File: src/source/dma_bus_pkg.sv
//####################################################################
// DMA bus package
// Bus widths, register addresses and the packed bus bundles shared
// by the CPU side and the DMA side of the engine
//####################################################################
`default_nettype none

package dma_bus_pkg;

	// Bus widths
	localparam int unsigned ADDR_W = 16;
	localparam int unsigned DATA_W = 8;

	typedef logic [ADDR_W-1:0] addr_t;   // CPU address space
	typedef logic [DATA_W-1:0] data_t;   // One bus byte

	// Register map, only what the DMA decodes or drives
	localparam addr_t OAM_DMA_REG   = 16'h4014;   // Sprite DMA trigger, written with the page
	localparam addr_t OAM_DATA_PORT = 16'h2004;   // OAM data port, target of every odd cycle

	// Bus as it leaves the CPU core
	typedef struct packed {
		addr_t addr;   // Address of the current cycle
		data_t dout;   // Write data, only valid when rnw is low
		logic  rnw;    // 1 = read, 0 = write
	} cpu_bus_t;

	// Bus after the DMA multiplexer
	typedef struct packed {
		addr_t addr;    // Outgoing address
		data_t data;    // Outgoing write data
		logic  read;    // 1 = read, 0 = write
		logic  owner;   // DMA has taken the bus this cycle
	} dma_bus_t;

endpackage

`default_nettype wire

File: src/source/dma_ctrl_pkg.sv
//####################################################################
// DMA control package
// Cycle divider constants, sprite copy limits and the state
// encodings of the sprite engine and the sample channel
//####################################################################
`default_nettype none

package dma_ctrl_pkg;

	// Master clocks per CPU cycle
	localparam int unsigned CPU_DIVIDE = 12;
	localparam int unsigned DIVIDE_W   = $clog2(CPU_DIVIDE + 1);

	typedef logic [DIVIDE_W-1:0] divide_t;
	localparam divide_t DIVIDE_FIRST = divide_t'(1);            // Counter value after a wrap
	localparam divide_t DIVIDE_LAST  = divide_t'(CPU_DIVIDE);   // Cycle enable fires here

	// Offset within the 256 byte page
	localparam int unsigned OFFSET_W = 8;
	typedef logic [OFFSET_W-1:0] offset_t;
	localparam offset_t OFFSET_LAST = '1;   // Last byte of the page

	// Sprite engine states
	// bit 0 pauses the CPU, bit 1 means the engine owns the bus
	typedef enum logic [1:0] {
		SPRITE_IDLE    = 2'b00,
		SPRITE_PENDING = 2'b01,   // Waiting for an odd CPU read to start or resume
		SPRITE_ACTIVE  = 2'b11    // Copying, read on even and write on odd
	} sprite_state_e;

	// Sample channel states
	typedef enum logic {
		SAMPLE_IDLE    = 1'b0,
		SAMPLE_GRANTED = 1'b1    // Ack follows on the next even cycle
	} sample_state_e;

endpackage

`default_nettype wire

File: src/source/dma_bus_arbiter.sv
//####################################################################
// DMA bus arbiter
// Runs the sample channel handshake, decodes the sprite DMA trigger
// and multiplexes the bus between the CPU and the two DMA sources
//####################################################################
`timescale 1ns/1ps
`default_nettype none

module dma_bus_arbiter (
	input  wire                         clk,
	input  wire                         reset,
	input  wire                         cpu_ce,
	input  wire                         odd_cycle,
	input  wire                         sample_request,   // Level, held until the ack
	input  wire  dma_bus_pkg::cpu_bus_t cpu,
	input  wire  dma_bus_pkg::addr_t    sample_addr,
	input  wire  dma_ctrl_pkg::sprite_state_e sprite_state,
	input  wire  dma_bus_pkg::addr_t    sprite_addr,
	input  wire  dma_bus_pkg::data_t    sprite_data,
	output logic                        oam_trigger,      // Write to the sprite DMA register
	output logic                        sample_grant,
	output logic                        sample_ack,       // One even CPU cycle wide
	output logic                        pause_cpu,
	output dma_bus_pkg::dma_bus_t       bus
);

	dma_ctrl_pkg::sample_state_e sample_state;

	logic sprite_copy;    // Sprite engine is copying
	logic sprite_pause;   // Sprite engine is pending or copying
	logic dma_owner;      // Either DMA source drives the bus

	// Sample channel
	// Granted at the end of an even CPU read, ack in the following even cycle
	always_ff @(posedge clk) begin
		if (reset) begin
			sample_state <= dma_ctrl_pkg::SAMPLE_IDLE;
		end else if (cpu_ce) begin
			case (sample_state)
				dma_ctrl_pkg::SAMPLE_IDLE: begin
					if (sample_request && cpu.rnw && !odd_cycle) begin
						sample_state <= dma_ctrl_pkg::SAMPLE_GRANTED;
					end
				end
				dma_ctrl_pkg::SAMPLE_GRANTED: begin
					if (!odd_cycle) begin
						sample_state <= dma_ctrl_pkg::SAMPLE_IDLE;   // Ack cycle is over
					end
				end
				default: sample_state <= dma_ctrl_pkg::SAMPLE_IDLE;
			endcase
		end
	end

	assign sample_grant = (sample_state == dma_ctrl_pkg::SAMPLE_GRANTED);
	assign sample_ack   = sample_grant && !odd_cycle;   // Odd half of the grant leaves the bus idle

	// Sprite state bits carry their meaning directly
	assign sprite_pause = sprite_state[0];
	assign sprite_copy  = sprite_state[1];

	// Requester stalls the CPU as soon as it asks
	assign pause_cpu = sprite_pause || sample_request;

	assign dma_owner = sample_ack || sprite_copy;

	// Bus multiplexer
	always_comb begin
		bus.owner = dma_owner;
		if (dma_owner) begin
			bus.read = !odd_cycle;   // DMA reads on even, writes on odd
			bus.data = sprite_data;  // Only the sprite engine ever writes
			if (sample_ack) begin
				bus.addr = sample_addr;   // Sample fetch wins the even cycle
			end else if (!odd_cycle) begin
				bus.addr = sprite_addr;
			end else begin
				bus.addr = dma_bus_pkg::OAM_DATA_PORT;
			end
		end else begin
			bus.addr = cpu.addr;   // CPU passes straight through
			bus.data = cpu.dout;
			bus.read = cpu.rnw;
		end
	end

	// Trigger decoded from the outgoing bus
	// DMA itself never writes this address
	assign oam_trigger = (bus.addr == dma_bus_pkg::OAM_DMA_REG) && !bus.read;

endmodule

`default_nettype wire

File: src/source/dma_cycle_timer.sv
//####################################################################
// DMA cycle timer
// Divides the master clock down to the CPU cycle enable and keeps
// the even/odd parity of the CPU cycles
//####################################################################
`timescale 1ns/1ps
`default_nettype none

module dma_cycle_timer (
	input  wire  clk,
	input  wire  reset,
	output logic cpu_ce,      // One master clock wide, once per CPU cycle
	output logic odd_cycle    // Parity of the current CPU cycle
);

	dma_ctrl_pkg::divide_t count;   // Master clock position inside the CPU cycle

	// Enable on the last master clock of each CPU cycle
	assign cpu_ce = (count == dma_ctrl_pkg::DIVIDE_LAST);

	always_ff @(posedge clk) begin
		if (reset) begin
			count <= dma_ctrl_pkg::DIVIDE_FIRST;   // First enable lands on the 12th clock
		end else if (cpu_ce) begin
			count <= dma_ctrl_pkg::DIVIDE_FIRST;   // Wrap
		end else begin
			count <= count + 1'b1;
		end
	end

	// Parity flips at the end of every CPU cycle
	// Cycle after reset counts as even
	always_ff @(posedge clk) begin
		if (reset) begin
			odd_cycle <= 1'b0;
		end else if (cpu_ce) begin
			odd_cycle <= ~odd_cycle;
		end
	end

endmodule

`default_nettype wire

File: src/source/nes_dma_top.sv
//####################################################################
// DMA engine top level
// Cycle timer, sprite page copy engine and bus arbiter between the
// external CPU core and memory
//####################################################################
`timescale 1ns/1ps
`default_nettype none

module nes_dma_top (
	input  wire                         clk,
	input  wire                         reset,
	input  wire  dma_bus_pkg::cpu_bus_t cpu,              // Bus from the CPU core
	input  wire  dma_bus_pkg::data_t    mem_din,          // Read data from memory
	input  wire                         sample_request,   // Sample fetch request, level
	input  wire  dma_bus_pkg::addr_t    sample_addr,      // Sample fetch address
	output dma_bus_pkg::dma_bus_t       bus,              // Bus towards memory
	output logic                        pause_cpu,        // Stalls the CPU core
	output logic                        sample_ack,
	output logic                        cpu_ce,           // CPU cycle enable
	output logic                        odd_cycle         // CPU cycle parity
);

	logic                        oam_trigger;    // Arbiter to engine
	logic                        sample_grant;   // Arbiter to engine
	dma_ctrl_pkg::sprite_state_e sprite_state;   // Engine to arbiter
	dma_bus_pkg::addr_t          sprite_addr;
	dma_bus_pkg::data_t          sprite_data;

	dma_cycle_timer u_timer (
		.clk       (clk),
		.reset     (reset),
		.cpu_ce    (cpu_ce),
		.odd_cycle (odd_cycle)
	);

	sprite_dma_engine u_sprite (
		.clk          (clk),
		.reset        (reset),
		.cpu_ce       (cpu_ce),
		.odd_cycle    (odd_cycle),
		.oam_trigger  (oam_trigger),
		.sample_grant (sample_grant),
		.cpu          (cpu),
		.mem_din      (mem_din),          // Latched on even copy cycles
		.sprite_state (sprite_state),
		.sprite_addr  (sprite_addr),
		.sprite_data  (sprite_data)
	);

	dma_bus_arbiter u_arbiter (
		.clk            (clk),
		.reset          (reset),
		.cpu_ce         (cpu_ce),
		.odd_cycle      (odd_cycle),
		.sample_request (sample_request),
		.cpu            (cpu),
		.sample_addr    (sample_addr),
		.sprite_state   (sprite_state),
		.sprite_addr    (sprite_addr),
		.sprite_data    (sprite_data),
		.oam_trigger    (oam_trigger),
		.sample_grant   (sample_grant),
		.sample_ack     (sample_ack),
		.pause_cpu      (pause_cpu),
		.bus            (bus)
	);

endmodule

`default_nettype wire

File: src/source/sprite_dma_engine.sv
//####################################################################
// Sprite DMA engine
// Copies one 256 byte page to the OAM data port, reading on even
// CPU cycles and writing the latched byte on odd ones
//####################################################################
`timescale 1ns/1ps
`default_nettype none

module sprite_dma_engine (
	input  wire                         clk,
	input  wire                         reset,
	input  wire                         cpu_ce,
	input  wire                         odd_cycle,
	input  wire                         oam_trigger,    // Write to the DMA register this cycle
	input  wire                         sample_grant,   // Sample channel holds the next even cycle
	input  wire  dma_bus_pkg::cpu_bus_t cpu,
	input  wire  dma_bus_pkg::data_t    mem_din,        // Byte returned by memory
	output dma_ctrl_pkg::sprite_state_e sprite_state,
	output dma_bus_pkg::addr_t          sprite_addr,    // Page and offset of the next read
	output dma_bus_pkg::data_t          sprite_data     // Byte for the next OAM write
);

	dma_bus_pkg::data_t    page;     // Source page, high address byte
	dma_ctrl_pkg::offset_t offset;   // Byte within the page

	logic copy_on;     // Engine owns the bus this cycle
	logic page_done;   // Write of the last byte is in progress

	assign copy_on     = (sprite_state == dma_ctrl_pkg::SPRITE_ACTIVE);
	assign page_done   = (offset == dma_ctrl_pkg::OFFSET_LAST);
	assign sprite_addr = {page, offset};

	// Copy FSM, moves only at the end of a CPU cycle
	always_ff @(posedge clk) begin
		if (reset) begin
			sprite_state <= dma_ctrl_pkg::SPRITE_IDLE;
		end else if (cpu_ce) begin
			if (oam_trigger) begin
				sprite_state <= dma_ctrl_pkg::SPRITE_PENDING;   // CPU pauses from here on
			end else begin
				case (sprite_state)
					dma_ctrl_pkg::SPRITE_IDLE: begin
					end
					dma_ctrl_pkg::SPRITE_PENDING: begin
						// Start only once the CPU sits in a read, so the next cycle is even
						if (cpu.rnw && odd_cycle) begin
							sprite_state <= dma_ctrl_pkg::SPRITE_ACTIVE;
						end
					end
					dma_ctrl_pkg::SPRITE_ACTIVE: begin
						if (!odd_cycle && sample_grant) begin
							sprite_state <= dma_ctrl_pkg::SPRITE_PENDING;   // Even cycle went to the sample
						end else if (odd_cycle && page_done) begin
							sprite_state <= dma_ctrl_pkg::SPRITE_IDLE;      // 256th write finished
						end
					end
					default: sprite_state <= dma_ctrl_pkg::SPRITE_IDLE;
				endcase
			end
		end
	end

	// Source address
	// Offset steps after each write, so a stolen read is simply repeated
	always_ff @(posedge clk) begin
		if (cpu_ce) begin
			if (oam_trigger) begin
				page   <= cpu.dout;   // CPU writes the page number
				offset <= '0;
			end else if (copy_on && odd_cycle) begin
				offset <= offset + 1'b1;
			end
		end
	end

	// Byte latch, loaded at the end of each even read cycle
	always_ff @(posedge clk) begin
		if (cpu_ce && copy_on && !odd_cycle) begin
			sprite_data <= mem_din;
		end
	end

endmodule

`default_nettype wire

File: config.mk
export PLATFORM = sky130hd
export DESIGN_NAME = nes_dma_top
export DESIGN_NICKNAME = d
export VERILOG_FILES = /design/src/source/dma_bus_pkg.sv /design/src/source/dma_ctrl_pkg.sv /design/src/source/dma_bus_arbiter.sv /design/src/source/dma_cycle_timer.sv /design/src/source/nes_dma_top.sv /design/src/source/sprite_dma_engine.sv
export SDC_FILE = /design/constraint.sdc
export NUM_CORES = 1
export LEC_CHECK = 0
export ABC_AREA = 1
export BUFFER_PORTS_ARGS = -buffer_cell sky130_fd_sc_hd__buf_2
export CAP_MARGIN = 20
export CORE_AREA = 2 2 95 88
export CTS_BUF_LIST = sky130_fd_sc_hd__clkbuf_4 sky130_fd_sc_hd__clkbuf_8
export DETAILED_ROUTE_END_ITERATION = 12
export DIE_AREA = 0 0 97 90
export GPL_TIMING_DRIVEN = 0
export PLACE_DENSITY = 0.55
export SYNTH_ARGS = -nofsm -noshare
export SYNTH_HDL_FRONTEND = slang
export SYNTH_SLANG_ARGS = --single-unit
File: constraint.sdc
create_clock -name clk -period 4.3 [get_ports clk]
set_input_delay 1.075 -clock clk [delete_from_list [all_inputs] [get_ports clk]]
set_output_delay 1.075 -clock clk [all_outputs]
set_load 0.05 [all_outputs]
* Word-level counts from Yosys, hierarchy flattened *
Index checks and enable logic that the tools add are counted.

storage, ports and cells
  flip-flop bits (word level) = 32
  input bits = 52
  output and inout port bits = 30
  logic and storage cells = 50

cells by class
  add/subtract/negate cells = 2
  equality and inequality tests = 8
  multiplexer cells = 12
  bitwise operators = 2
  reductions and logical operators = 19

operators with widths
  operator                                          count
  two-way mux 16 bit                                2
  two-way mux 25 bit                                1
  == test 16 x 15 -> 1 bit (second input constant)  1
  logical AND 1 bit                                 9
  adder 8 x 1 -> 8 bit (second input constant)      1
  == test 8 bit (second input constant)             1
  two-way mux 2 bit                                 4
  two-way mux 8 bit                                 1
  case mux 2 bit (3 select lines)                   1
  adder 4 x 1 -> 4 bit (second input constant)      1
  == test 4 bit (second input constant)             1
  != test 4 x 3 -> 1 bit (second input constant)    1
  AND reduction 2 bit                               2
  AND reduction 4 bit                               1
  != test 3 x 2 -> 1 bit (second input constant)    1
  == test 2 x 1 -> 1 bit (second input constant)    1
  == test 2 bit (second input constant)             1
  logical NOT 1 bit                                 2
  logical NOT 2 bit                                 1
  logical OR 1 bit                                  2
  two-way mux 1 bit                                 2
  != test 2 bit (second input constant)             1
  NOT 1 bit                                         2
  case mux 1 bit (2 select lines)                   1
  other kinds (2)                                   2

* Longest topological paths before layout *
Gate-level depths: netlist of the first run.

  depth after elaboration = 8
  depth in mapped cells = 15
  gate-level depth less buffers = 14

* By module *
From an unflattened synthesis of the first run, not the netlist that was laid out.

unflattened totals
  cells, all modules = 304
  area total of the unflattened synthesis = 2124.5 um2

by module, submodules not included
  module             instances  cells each  area each (um2)  sequential area each (um2)
  sprite_dma_engine  1          87          1062.3           760.7
  dma_bus_arbiter    1          187         832.0            20.0
  dma_cycle_timer    1          30          230.2            100.1

* Worst setup path after synthesis of the first run *
No wires, ideal clock.

  path type = register to register
  start = register u_timer.odd_cycle
  end = register u_sprite.offset[0], enable pin
  library setup time = 0.387 ns
  arrival time = 2.384 ns
  required time = 3.913 ns
  slack = 1.529 ns
  cell stages (with the launch flop) = 10
  buffers on the path = 1
  clock period less this slack = 2.771 ns
  path through = dfxtp_1 > nor2_4 > buf_6 > nand2_1 > nand3_1 > nor2_1 > nand2_1 > nor2_1 > nand3_2 > o31ai_1

RTL lines
  what                    RTL line                 RTL
  start, declared         dma_cycle_timer.sv:13    output logic odd_cycle
  start signal, assigned  dma_cycle_timer.sv:37    odd_cycle <= ~odd_cycle;
  end signal, assigned    sprite_dma_engine.sv:71  offset <= offset + 1'b1;
  end, declared           sprite_dma_engine.sv:24  dma_ctrl_pkg::offset_t offset;

==> out/metrics.yaml, run 1 <==
fmax_ghz: 0.3430
wl_um: 6722
ys_warn_count: 0
clk_latency_ps: 290
chipHeight_um: 90
setup_viol: 0
ys_ff_latch: 32
first_pass_iters: 4
yosysSeqAreaShare: 0.3902
final.setup_skew_ps: 7.392
synth-compound-area-share: 0.02772
clk_pin_slew_ps: 60
start_util: 0.2895
p_leak_nw: 1.425
synthFlopType: "edfxtp_1"
antenna_found_initial: 0
cp.arrival_ps: 1840
n_antenna_cell: 0
num_io_pins: 82
cpPeakStageDelay_ps: 560
postCtsSetupBuffers: 0
wl_per_cell_um: 13.77
crit_type: "reg -> out"
drc: 0
layout.nets: 443
grt_overflow: 0
antenna_left: 0
cts_max_path_buffers: 2
via_per_inst: 4.641
synth-xor-area-share: 0.02328
cts_resized: 0
hp-class: "reg -> reg"
syn_area_per_cell_um2: 7.549
status: "finished, final reports clean"
vias: 2265
crit_required_ps: 3220
coreArea_mm2: 0.007796
finalCritPeriodShare: 0.6779
track_usage: 0.1571
crit_slowest_cell: "dfxtp_1"
finalHoldViolations: 0
rsz0062_at_grt: "false"
start_kind: "flop"
post-route-util: 0.3727
slew_headroom: 0.5062
io_buffers: 81
fin_crit_ps: 2915
cts_buffers: 5
die_x_um: 97
ys_types: 31
synthMuxAreaShare: 0
dieArea_mm2: 0.008730
cts_hold_buf: 0
synth_top_family_by_area: "simple AND/OR/NAND/NOR gates"
synthToLayoutAreaGrowth_pct: 28.71
synth_nets: 354
h-tree-depth: 2
cp_cell_sequence: "inv_2 > nand2_4 > nand2_4 > inv_2 > buf_4 > nand2_1 > nand2_1 > buf_2"
drive_gt1_frac: 0.3445
grt_max_degree: 11
setup_tns_ps: 0
synth_edf_count: 24
p_per_area_mw_per_mm2: 261.6
cts_tree: "done"
synth_cells: 299
slew_violations: 0
worst_pin_slew_ps: 738.0
ys_async_sr_fraction: 0
worstPathMaxFanout: 10
dp_hpwl_um: 5289
std_cell_rows: 31
first_global_vias: 2210
drt_iter0_markers: 124
gp_congestion: 0.8679
synthSimpleGateAreaFrac: 0.4451
cts_sinks: 32
endpoint_kind: "primary output"
peakVddDrop_mv: 0.1428
synthAdderAreaFrac: 0.01663
grt_pass1_wl_um: 10990
syn_area_mm2: 0.002257
drv_cap: 0
root_buffer: "clkbuf_8"
-- worst max-delay path, delay by kind of cell, from the launching register on --
family | cells | cell delay [ps]
buffers and inverters | 4 | 600
and+or+nand+nor | 4 | 390
DFF | 1 | 560
-- per-stage QoR --
stage	setup WS, ps	hold slack, ps	area [um2]	std cells	power, mW
after floorplan	1529	412.6	2257	299	0.4286
after global placement	1420	430.7	2786	479	0.4745
after detailed placement	1438	433.4	2794	480	0.4756
after CTS	1360	448.2	2905	488	0.7710
after global routing	1261	480.6	2905	488	0.7936
final	1385	449.4	2905	488	0.7601
-- power by group --
group	internal, mW	total, mW	switching [mW]
clock	0.178	0.292	0.114
combinational	0.0432	0.132	0.0886
sequential	0.334	0.337	0.00305
total	0.555	0.760	0.205
-- synth_stat cells, types with 3 or more instances --
| master | instances | share of area |
|---|---|---|
| edfxtp_1 | 24 | 0.32 |
| ha_1 | 3 | 0.017 |
| a21oi_1 | 7 | 0.016 |
| nand3_1 | 47 | 0.10 |
| nand3_2 | 13 | 0.058 |
| nand4_1 | 5 | 0.014 |
| inv_2 | 6 | 0.010 |
| xnor2_1 | 3 | 0.012 |
| nand2_1 | 82 | 0.14 |
| nand2_2 | 4 | 0.011 |
| dfxtp_1 | 8 | 0.071 |
| buf_4 | 4 | 0.013 |
| buf_6 | 3 | 0.015 |
| xor2_1 | 3 | 0.012 |
| nor2_2 | 4 | 0.011 |
| inv_1 | 28 | 0.047 |
| nor2_1 | 36 | 0.060 |
-- registers in the layout, summed over array words and instances (netlist names) --
signal and flops:
u_sprite.offset 8, u_sprite.sprite_data 8, u_timer.odd_cycle 1, u_arbiter.sample_grant 1, u_sprite.page 8, u_timer.count 4
u_sprite.sprite_state 2
-- worst paths after layout --
check / from / end / slack, ps / cells after the start
hold reg to reg: u_timer.count[0] / u_timer.count[0] / 450 / 1
hold / removal: u_timer.count[0] / u_timer.count[0] / 450 / 1
setup reg to reg: u_arbiter.sample_grant / u_sprite.offset[5] / 1920 / 13
setup / recovery: u_timer.odd_cycle / bus[9] / 1380 / 8
-- layout by cell type, fill, tap and decap left out, types with 2 or more instances in the layout --
master / synthesis / layout
nor2_1: 36 / 36
xnor2_1: 3 / 3
nand2_4: 2 / 2
dfxtp_1: 8 / 8
ha_1: 3 / 3
clkbuf_8: 0 / 5
nor2_2: 4 / 4
edfxtp_1: 24 / 24
nand2_1: 82 / 82
buf_2: 1 / 82
nand3_2: 13 / 13
nand3_1: 47 / 47
buf_1: 2 / 2
xor2_1: 3 / 3
nand4_1: 5 / 5
inv_1: 28 / 28
inv_2: 6 / 6
a21oi_1: 7 / 7
or2_2: 2 / 2
nand2_2: 4 / 4
nor2_4: 2 / 2
buf_6: 3 / 3
buf_4: 4 / 5
o31ai_1: 2 / 2
-- per-layer routing --
| metal | track usage | vias up | share of wire |
|---|---|---|---|
| li1 | - | 1150 | - |
| met1 | 0.2158 | 1010 | 0.47 |
| met2 | 0.2332 | 96 | 0.41 |
| met3 | 0.05677 | 9 | 0.10 |
| met4 | 0.04225 | 0 | 0.014 |
| met5 | 0 | - | 0 |
-- logic make-up after synthesis --
group / after synthesis
AO/OA/AOI/OAI: 11
XOR/XNOR: 6
adder cells (fa/ha/maj): 3
buffers and inverters: 45
flip-flops: 32
AND/OR/NAND/NOR: 202
-- final cells by class --
class,count,area [um2]
buffer,11,91.34
tap,99,123.9
timing repair buffer,82,412.9
sequential,32,880.8
multi-input combinational,222,1157
clock buffer,6,76.32
clock inverter,2,35.03
fill,850,4891
inverter,34,127.6
Note: power is estimated with default switching activity, not from simulation.
==> run 2: changes to the inputs <==
Settings changed: PLACE_DENSITY 0.55 to 0.57.
Clock period 4.3 ns to 2.35 ns, I/O delays scaled along.
==> run 2 against run 1 <==
Sequential share of layout area shrank 1.1 points. Combinational power grew 87%. Sequential power grew 82%. Utilization grew 1.6 points. Non-clock buffer count grew 4. Clock power grew 82%. Cell count grew 0.82%. Clock skew grew 3.5 ps. Hold slack gained 5.4 ps. Die area is the same. Highest routed layer unchanged. Global-route usage shrank 0.13 points.
==> out/metrics.yaml, run 2 (synthesis results as in run 1) <==
postPlaceCellArea_mm2: 0.002835
top_regs: "u_sprite.offset: 8 flops, u_sprite.page: 8 flops, u_sprite.sprite_data: 8 flops"
r2r_end: "u_sprite.offset[3]"
rsz0062_at_grt: "false"
placed_cells: 480
fin_crit_ps: 2273
crit_type: "reg -> out"
dieArea_mm2: 0.008730
chipHeight_um: 90
grt_max_degree: 11
p_seq_frac: 0.442
layout_commonest_cell: "nand2_1"
setup_ws_ps: 77.33
clk_pin_slew_ps: 70
internal_power_mw: 1.018
setup_viol: 0
root_buffer: "clkbuf_8"
crit_required_ps: 1760
n_antenna_cell: 0
cp.buffers_inverters: 4
final.setup_skew_ps: 10.85
first_global_vias: 2281
rrSetupSlack_ps: 180
antenna_found_initial: 0
start_kind: "flop"
clkPwrFrac: 0.381
cp.arrival_ps: 1690
drive_gt1_frac: 0.3919
layout.nets: 447
num_io_pins: 82
std_cell_rows: 31
peakVddDrop_mv: 0.3486
finalCritPeriodShare: 0.9671
io_buffers: 81
fin_area_mm2: 0.003027
place_ws_ps: 45.65
track_usage: 0.1558
fill_cells: 838
total_power_mw: 1.393
slew_headroom: 0.5158
netSwitchingPower_uw: 374.4
finalHoldViolations: 0
vias: 2281
cpPeakStageDelay_ps: 320
drv_cap: 0
clk_latency_ps: 280
p_per_area_mw_per_mm2: 460.1
wl_um: 6824
cts_max_path_buffers: 2
via_per_inst: 4.636
endpoint_kind: "primary output"
slew_violations: 0
p_leak_nw: 1.481
r2r_start: "u_arbiter.sample_grant"
setup_tns_ps: 0
hp-class: "reg -> reg"
start_util: 0.2895
post-route-util: 0.3882
wl_per_cell_um: 13.87
cts_buffers: 5
cts_hold_buf: 0
grt_overflow: 0
hp-start: "u_timer.count[0]"
worstPathMaxFanout: 7
fmax_ghz: 0.4400
dp_hpwl_um: 5286
pwr-share-comb: 0.177
status: "finished, final reports clean"
grt_pass1_wl_um: 10920
holdPathEnd: "u_timer.count[0]"
worst_pin_slew_ps: 723.6
cp_cell_sequence: "buf_6 > inv_2 > nor2_4 > clkbuf_4 > nand2_1 > nand3_2 > clkbuf_4"
gp_congestion: 0.8440
hold-worst-slack_ps: 454.8
crit_top_cell: "clkbuf_4"
first_pass_iters: 4
synthToLayoutAreaGrowth_pct: 34.09
holdPathStages: 1
drt_iter0_markers: 165
path_delay_family: "buffers and inverters"
ff2ff_path_depth: 13
drc: 0
cts_sinks: 32
antenna_left: 0
h-tree-depth: 2
switching_share: 0.2689
final_cells: 492
die_x_um: 97
cts_tree: "done"
coreArea_mm2: 0.007796
crit_slowest_cell: "dfxtp_1"
layout_common_cells: "81 x nand2_1, 78 x buf_2, 39 x nand3_1"
run 2: changes by cell type in the layout (fill, tap and decap cells not counted), moves of 4 or more:
cell	before	now
nand3_1	47	39
nand3_2	13	21
clkbuf_4	1	6
buf_2	82	78
run 2: worst max-delay path by stage:
| stage | endpoint | cells past startpoint | start |
|---|---|---|---|
| 3_3_place_gp | u_sprite.offset[6] | 3 | u_sprite.sprite_state[1] |
| 5_1_grt | bus[12] | 8 | u_arbiter.sample_grant |
| 4_1_cts | bus[18] | 6 | u_arbiter.sample_grant |
| 2_1_floorplan | u_sprite.offset[0] | 8 | u_timer.odd_cycle |
| 3_5_place_dp | u_sprite.offset[2] | 13 | u_arbiter.sample_grant |
| 6_report | bus[17] | 7 | u_arbiter.sample_grant |
run 2: timing repair:
item | 4_1_cts | 5_1_grt
resized for setup | 1 | 17
pin swaps | 0 | 1
cloned | 0 | 1
buffers inserted | 0 | 3
endpoints found under the setup margin | 1 | 31
run 2: routing by layer:
| layer | GRT usage | part of all wire | routed length [um] | up-vias |
|---|---|---|---|---|
| li1 | - | - | - | 1163 |
| met1 | 0.2094 | 0.47 | 3190 | 1009 |
| met2 | 0.2431 | 0.43 | 2949 | 103 |
| met3 | 0.05599 | 0.093 | 638 | 6 |
| met4 | 0.02934 | 0.0067 | 46 | 0 |
| met5 | 0 | 0 | 0 | - |
run 2: worst reg2reg max path: stages, from the launching register on:
cell and delay (ps):
dfxtp_1 320, buf_6 150, inv_2 90, nor2_4 200, buf_6 170, nand2_1 70, nand3_1 80, nand2_2 70
nor2_2 100, nand2_1 60, nor2_1 120, nand3_2 160, o31ai_4 130, buf_6 180
run 2: layout make-up:
cell class / instances / area, um2 / area share
plain buffers: 11 / 97.59 / 0.03224
clock buffers: 6 / 76.32 / 0.02522
clock inverters: 2 / 35.03 / 0.01158
inverters: 34 / 131.4 / 0.04341
multi-input cells: 222 / 1219 / 0.4026
flip-flops and latches: 32 / 884.6 / 0.2923
well taps: 99 / 123.9 / 0.04093
repair buffers: 86 / 459.2 / 0.1517
run 2: power by group through the flow:
stage / registers [mW] / clock network [mW] / logic [mW]
after global routing: 0.615 / 0.566 / 0.270
after CTS: 0.616 / 0.542 / 0.245
after global placement: 0.628 / 0 / 0.242
after floorplan: 0.627 / 0 / 0.159
final: 0.615 / 0.531 / 0.247
after detailed placement: 0.628 / 0 / 0.244
==> run 3: changes to the inputs <==
Settings changed: CORE_AREA 2 2 95 88 to 2 2 77 71, DIE_AREA 0 0 97 90 to 0 0 79 73, PLACE_DENSITY 0.57 to 0.8.
==> run 3 against run 2 <==
Wire length fell by 12%. Sequential share of layout area rose by 0.92 points. Critical path type unchanged. Highest routed layer unchanged. Clock power fell by 2%.
==> out/metrics.yaml, run 3 (synthesis results as in run 1) <==
status: "finished, final reports clean"
slew_violations: 0
postPlaceCellArea_mm2: 0.002795
cp.buffers_inverters: 3
cts_hold_buf: 0
cts_sinks: 32
grt_use_met3: 0.04827
setup_viol: 0
p_per_area_mw_per_mm2: 470.5
rsz0062_at_grt: "false"
endpoint_kind: "primary output"
drive_gt1_frac: 0.3785
setup_tns_ps: 0
p_leak_nw: 1.474
use_met1: 0.2736
layout.nets: 445
slew_headroom: 0.5311
cts_max_path_buffers: 2
cp_cell_sequence: "buf_4 > nor2_4 > buf_6 > nand3_1 > nand3_2 > clkbuf_4"
drt_iter0_markers: 231
r2r_start: "u_arbiter.sample_grant"
hp-start: "u_timer.count[0]"
finalCritPeriodShare: 0.9574
cpPeakStageDelay_ps: 300
drc: 0
holdPathStages: 1
layout_common_cells: "81 x nand2_1, 80 x buf_2, 39 x nand3_1"
antenna_left: 0
coreArea_mm2: 0.005067
grtUsageMet2: 0.3719
dieArea_mm2: 0.005767
top_regs: "u_sprite.offset: 8 flops, u_sprite.page: 8 flops, u_sprite.sprite_data: 8 flops"
fin_area_mm2: 0.002934
dp_hpwl_um: 4715
holdPathEnd: "u_timer.count[0]"
path_delay_family: "buffers and inverters"
crit_required_ps: 1760
die_x_um: 79
hp-class: "reg -> reg"
fin_crit_ps: 2250
start_kind: "flop"
finalHoldViolations: 0
worst_pin_slew_ps: 700.7
start_util: 0.4454
cp.arrival_ps: 1660
via_per_inst: 5.068
cts_tree: "done"
final.setup_skew_ps: 3.222
grt_pass1_wl_um: 9618
grt_overflow: 0
first_global_vias: 2115
std_cell_rows: 25
crit_type: "reg -> out"
h-tree-depth: 2
clk_pin_slew_ps: 60
vias: 2321
clk_latency_ps: 280
fmax_ghz: 0.4444
io_buffers: 81
num_io_pins: 82
r2r_end: "u_sprite.offset[1]"
grt_busiest_layer: "met2"
crit_slowest_cell: "dfxtp_1"
chipHeight_um: 73
rrSetupSlack_ps: 140
synthToLayoutAreaGrowth_pct: 29.99
track_usage: 0.2166
crit_start: "u_arbiter.sample_grant"
n_antenna_cell: 0
cts_buffers: 5
fill_cells: 463
root_buffer: "clkbuf_8"
antenna_found_initial: 0
worstPathMaxFanout: 10
drv_cap: 0
ff2ff_path_depth: 13
wl_um: 6019
grt_max_degree: 11
layout_commonest_cell: "nand2_1"
wl_per_cell_um: 13.14
peakVddDrop_mv: 0.4543
first_pass_iters: 5
gp_congestion: 0.8691
-- run 3: per-layer routing --
metal / part of all wire / vias up
met5: 0 / -
met4: 0.017 / 0
met3: 0.094 / 12
met2: 0.46 / 131
met1: 0.43 / 1017
li1: - / 1161
-- run 3: repair_timing --
action | 4_1_cts | 5_1_grt
setup buffers | 0 | 2
setup endpoints to repair | 0 | 31
gates resized for setup | 0 | 7
-- run 3: stage by stage --
step / utilization / instances / hold slack, ps / setup WS (ps) / total power [mW]
final: 0.5790 / 458 / 453.1 / 100.0 / 1.380
after floorplan: - / 299 / 412.6 / 8.048 / 0.7866
after CTS: 0.5736 / 456 / 451.3 / 53.11 / 1.388
after detailed placement: 0.5516 / 448 / 437.2 / 99.89 / 0.8687
after global routing: 0.5790 / 458 / 465.6 / 7.051 / 1.427
after global placement: 0.5506 / 447 / 428.9 / 87.21 / 0.8664
-- run 3: layout make-up --
class,count,area (um2),area share
multi-input cells,222,1200,0.4090
clock inverters,2,35.03,0.01194
clock buffers,6,76.32,0.02601
inverters,34,127.6,0.04350
well taps,67,83.83,0.02857
plain buffers,11,93.84,0.03198
flip-flops and latches,32,884.6,0.3015
repair buffers,84,432.9,0.1475
-- run 3: worst max path at each step --
stage                     cells past startpoint                  to  slack, ps
after CTS                                     4             bus[11]         50
after floorplan                               8  u_sprite.offset[0]          8
final                                         6             bus[18]        100
after detailed placement                     13  u_sprite.offset[5]        100
after global placement                        3  u_sprite.offset[7]         90
after global routing                          8              bus[7]          7
-- run 3: power by group --
part | internal, mW | total, mW | switching, mW
clock | 0.326 | 0.523 | 0.198
sequential | 0.609 | 0.615 | 0.00546
combinational | 0.0809 | 0.242 | 0.161
total | 1.02 | 1.38 | 0.364
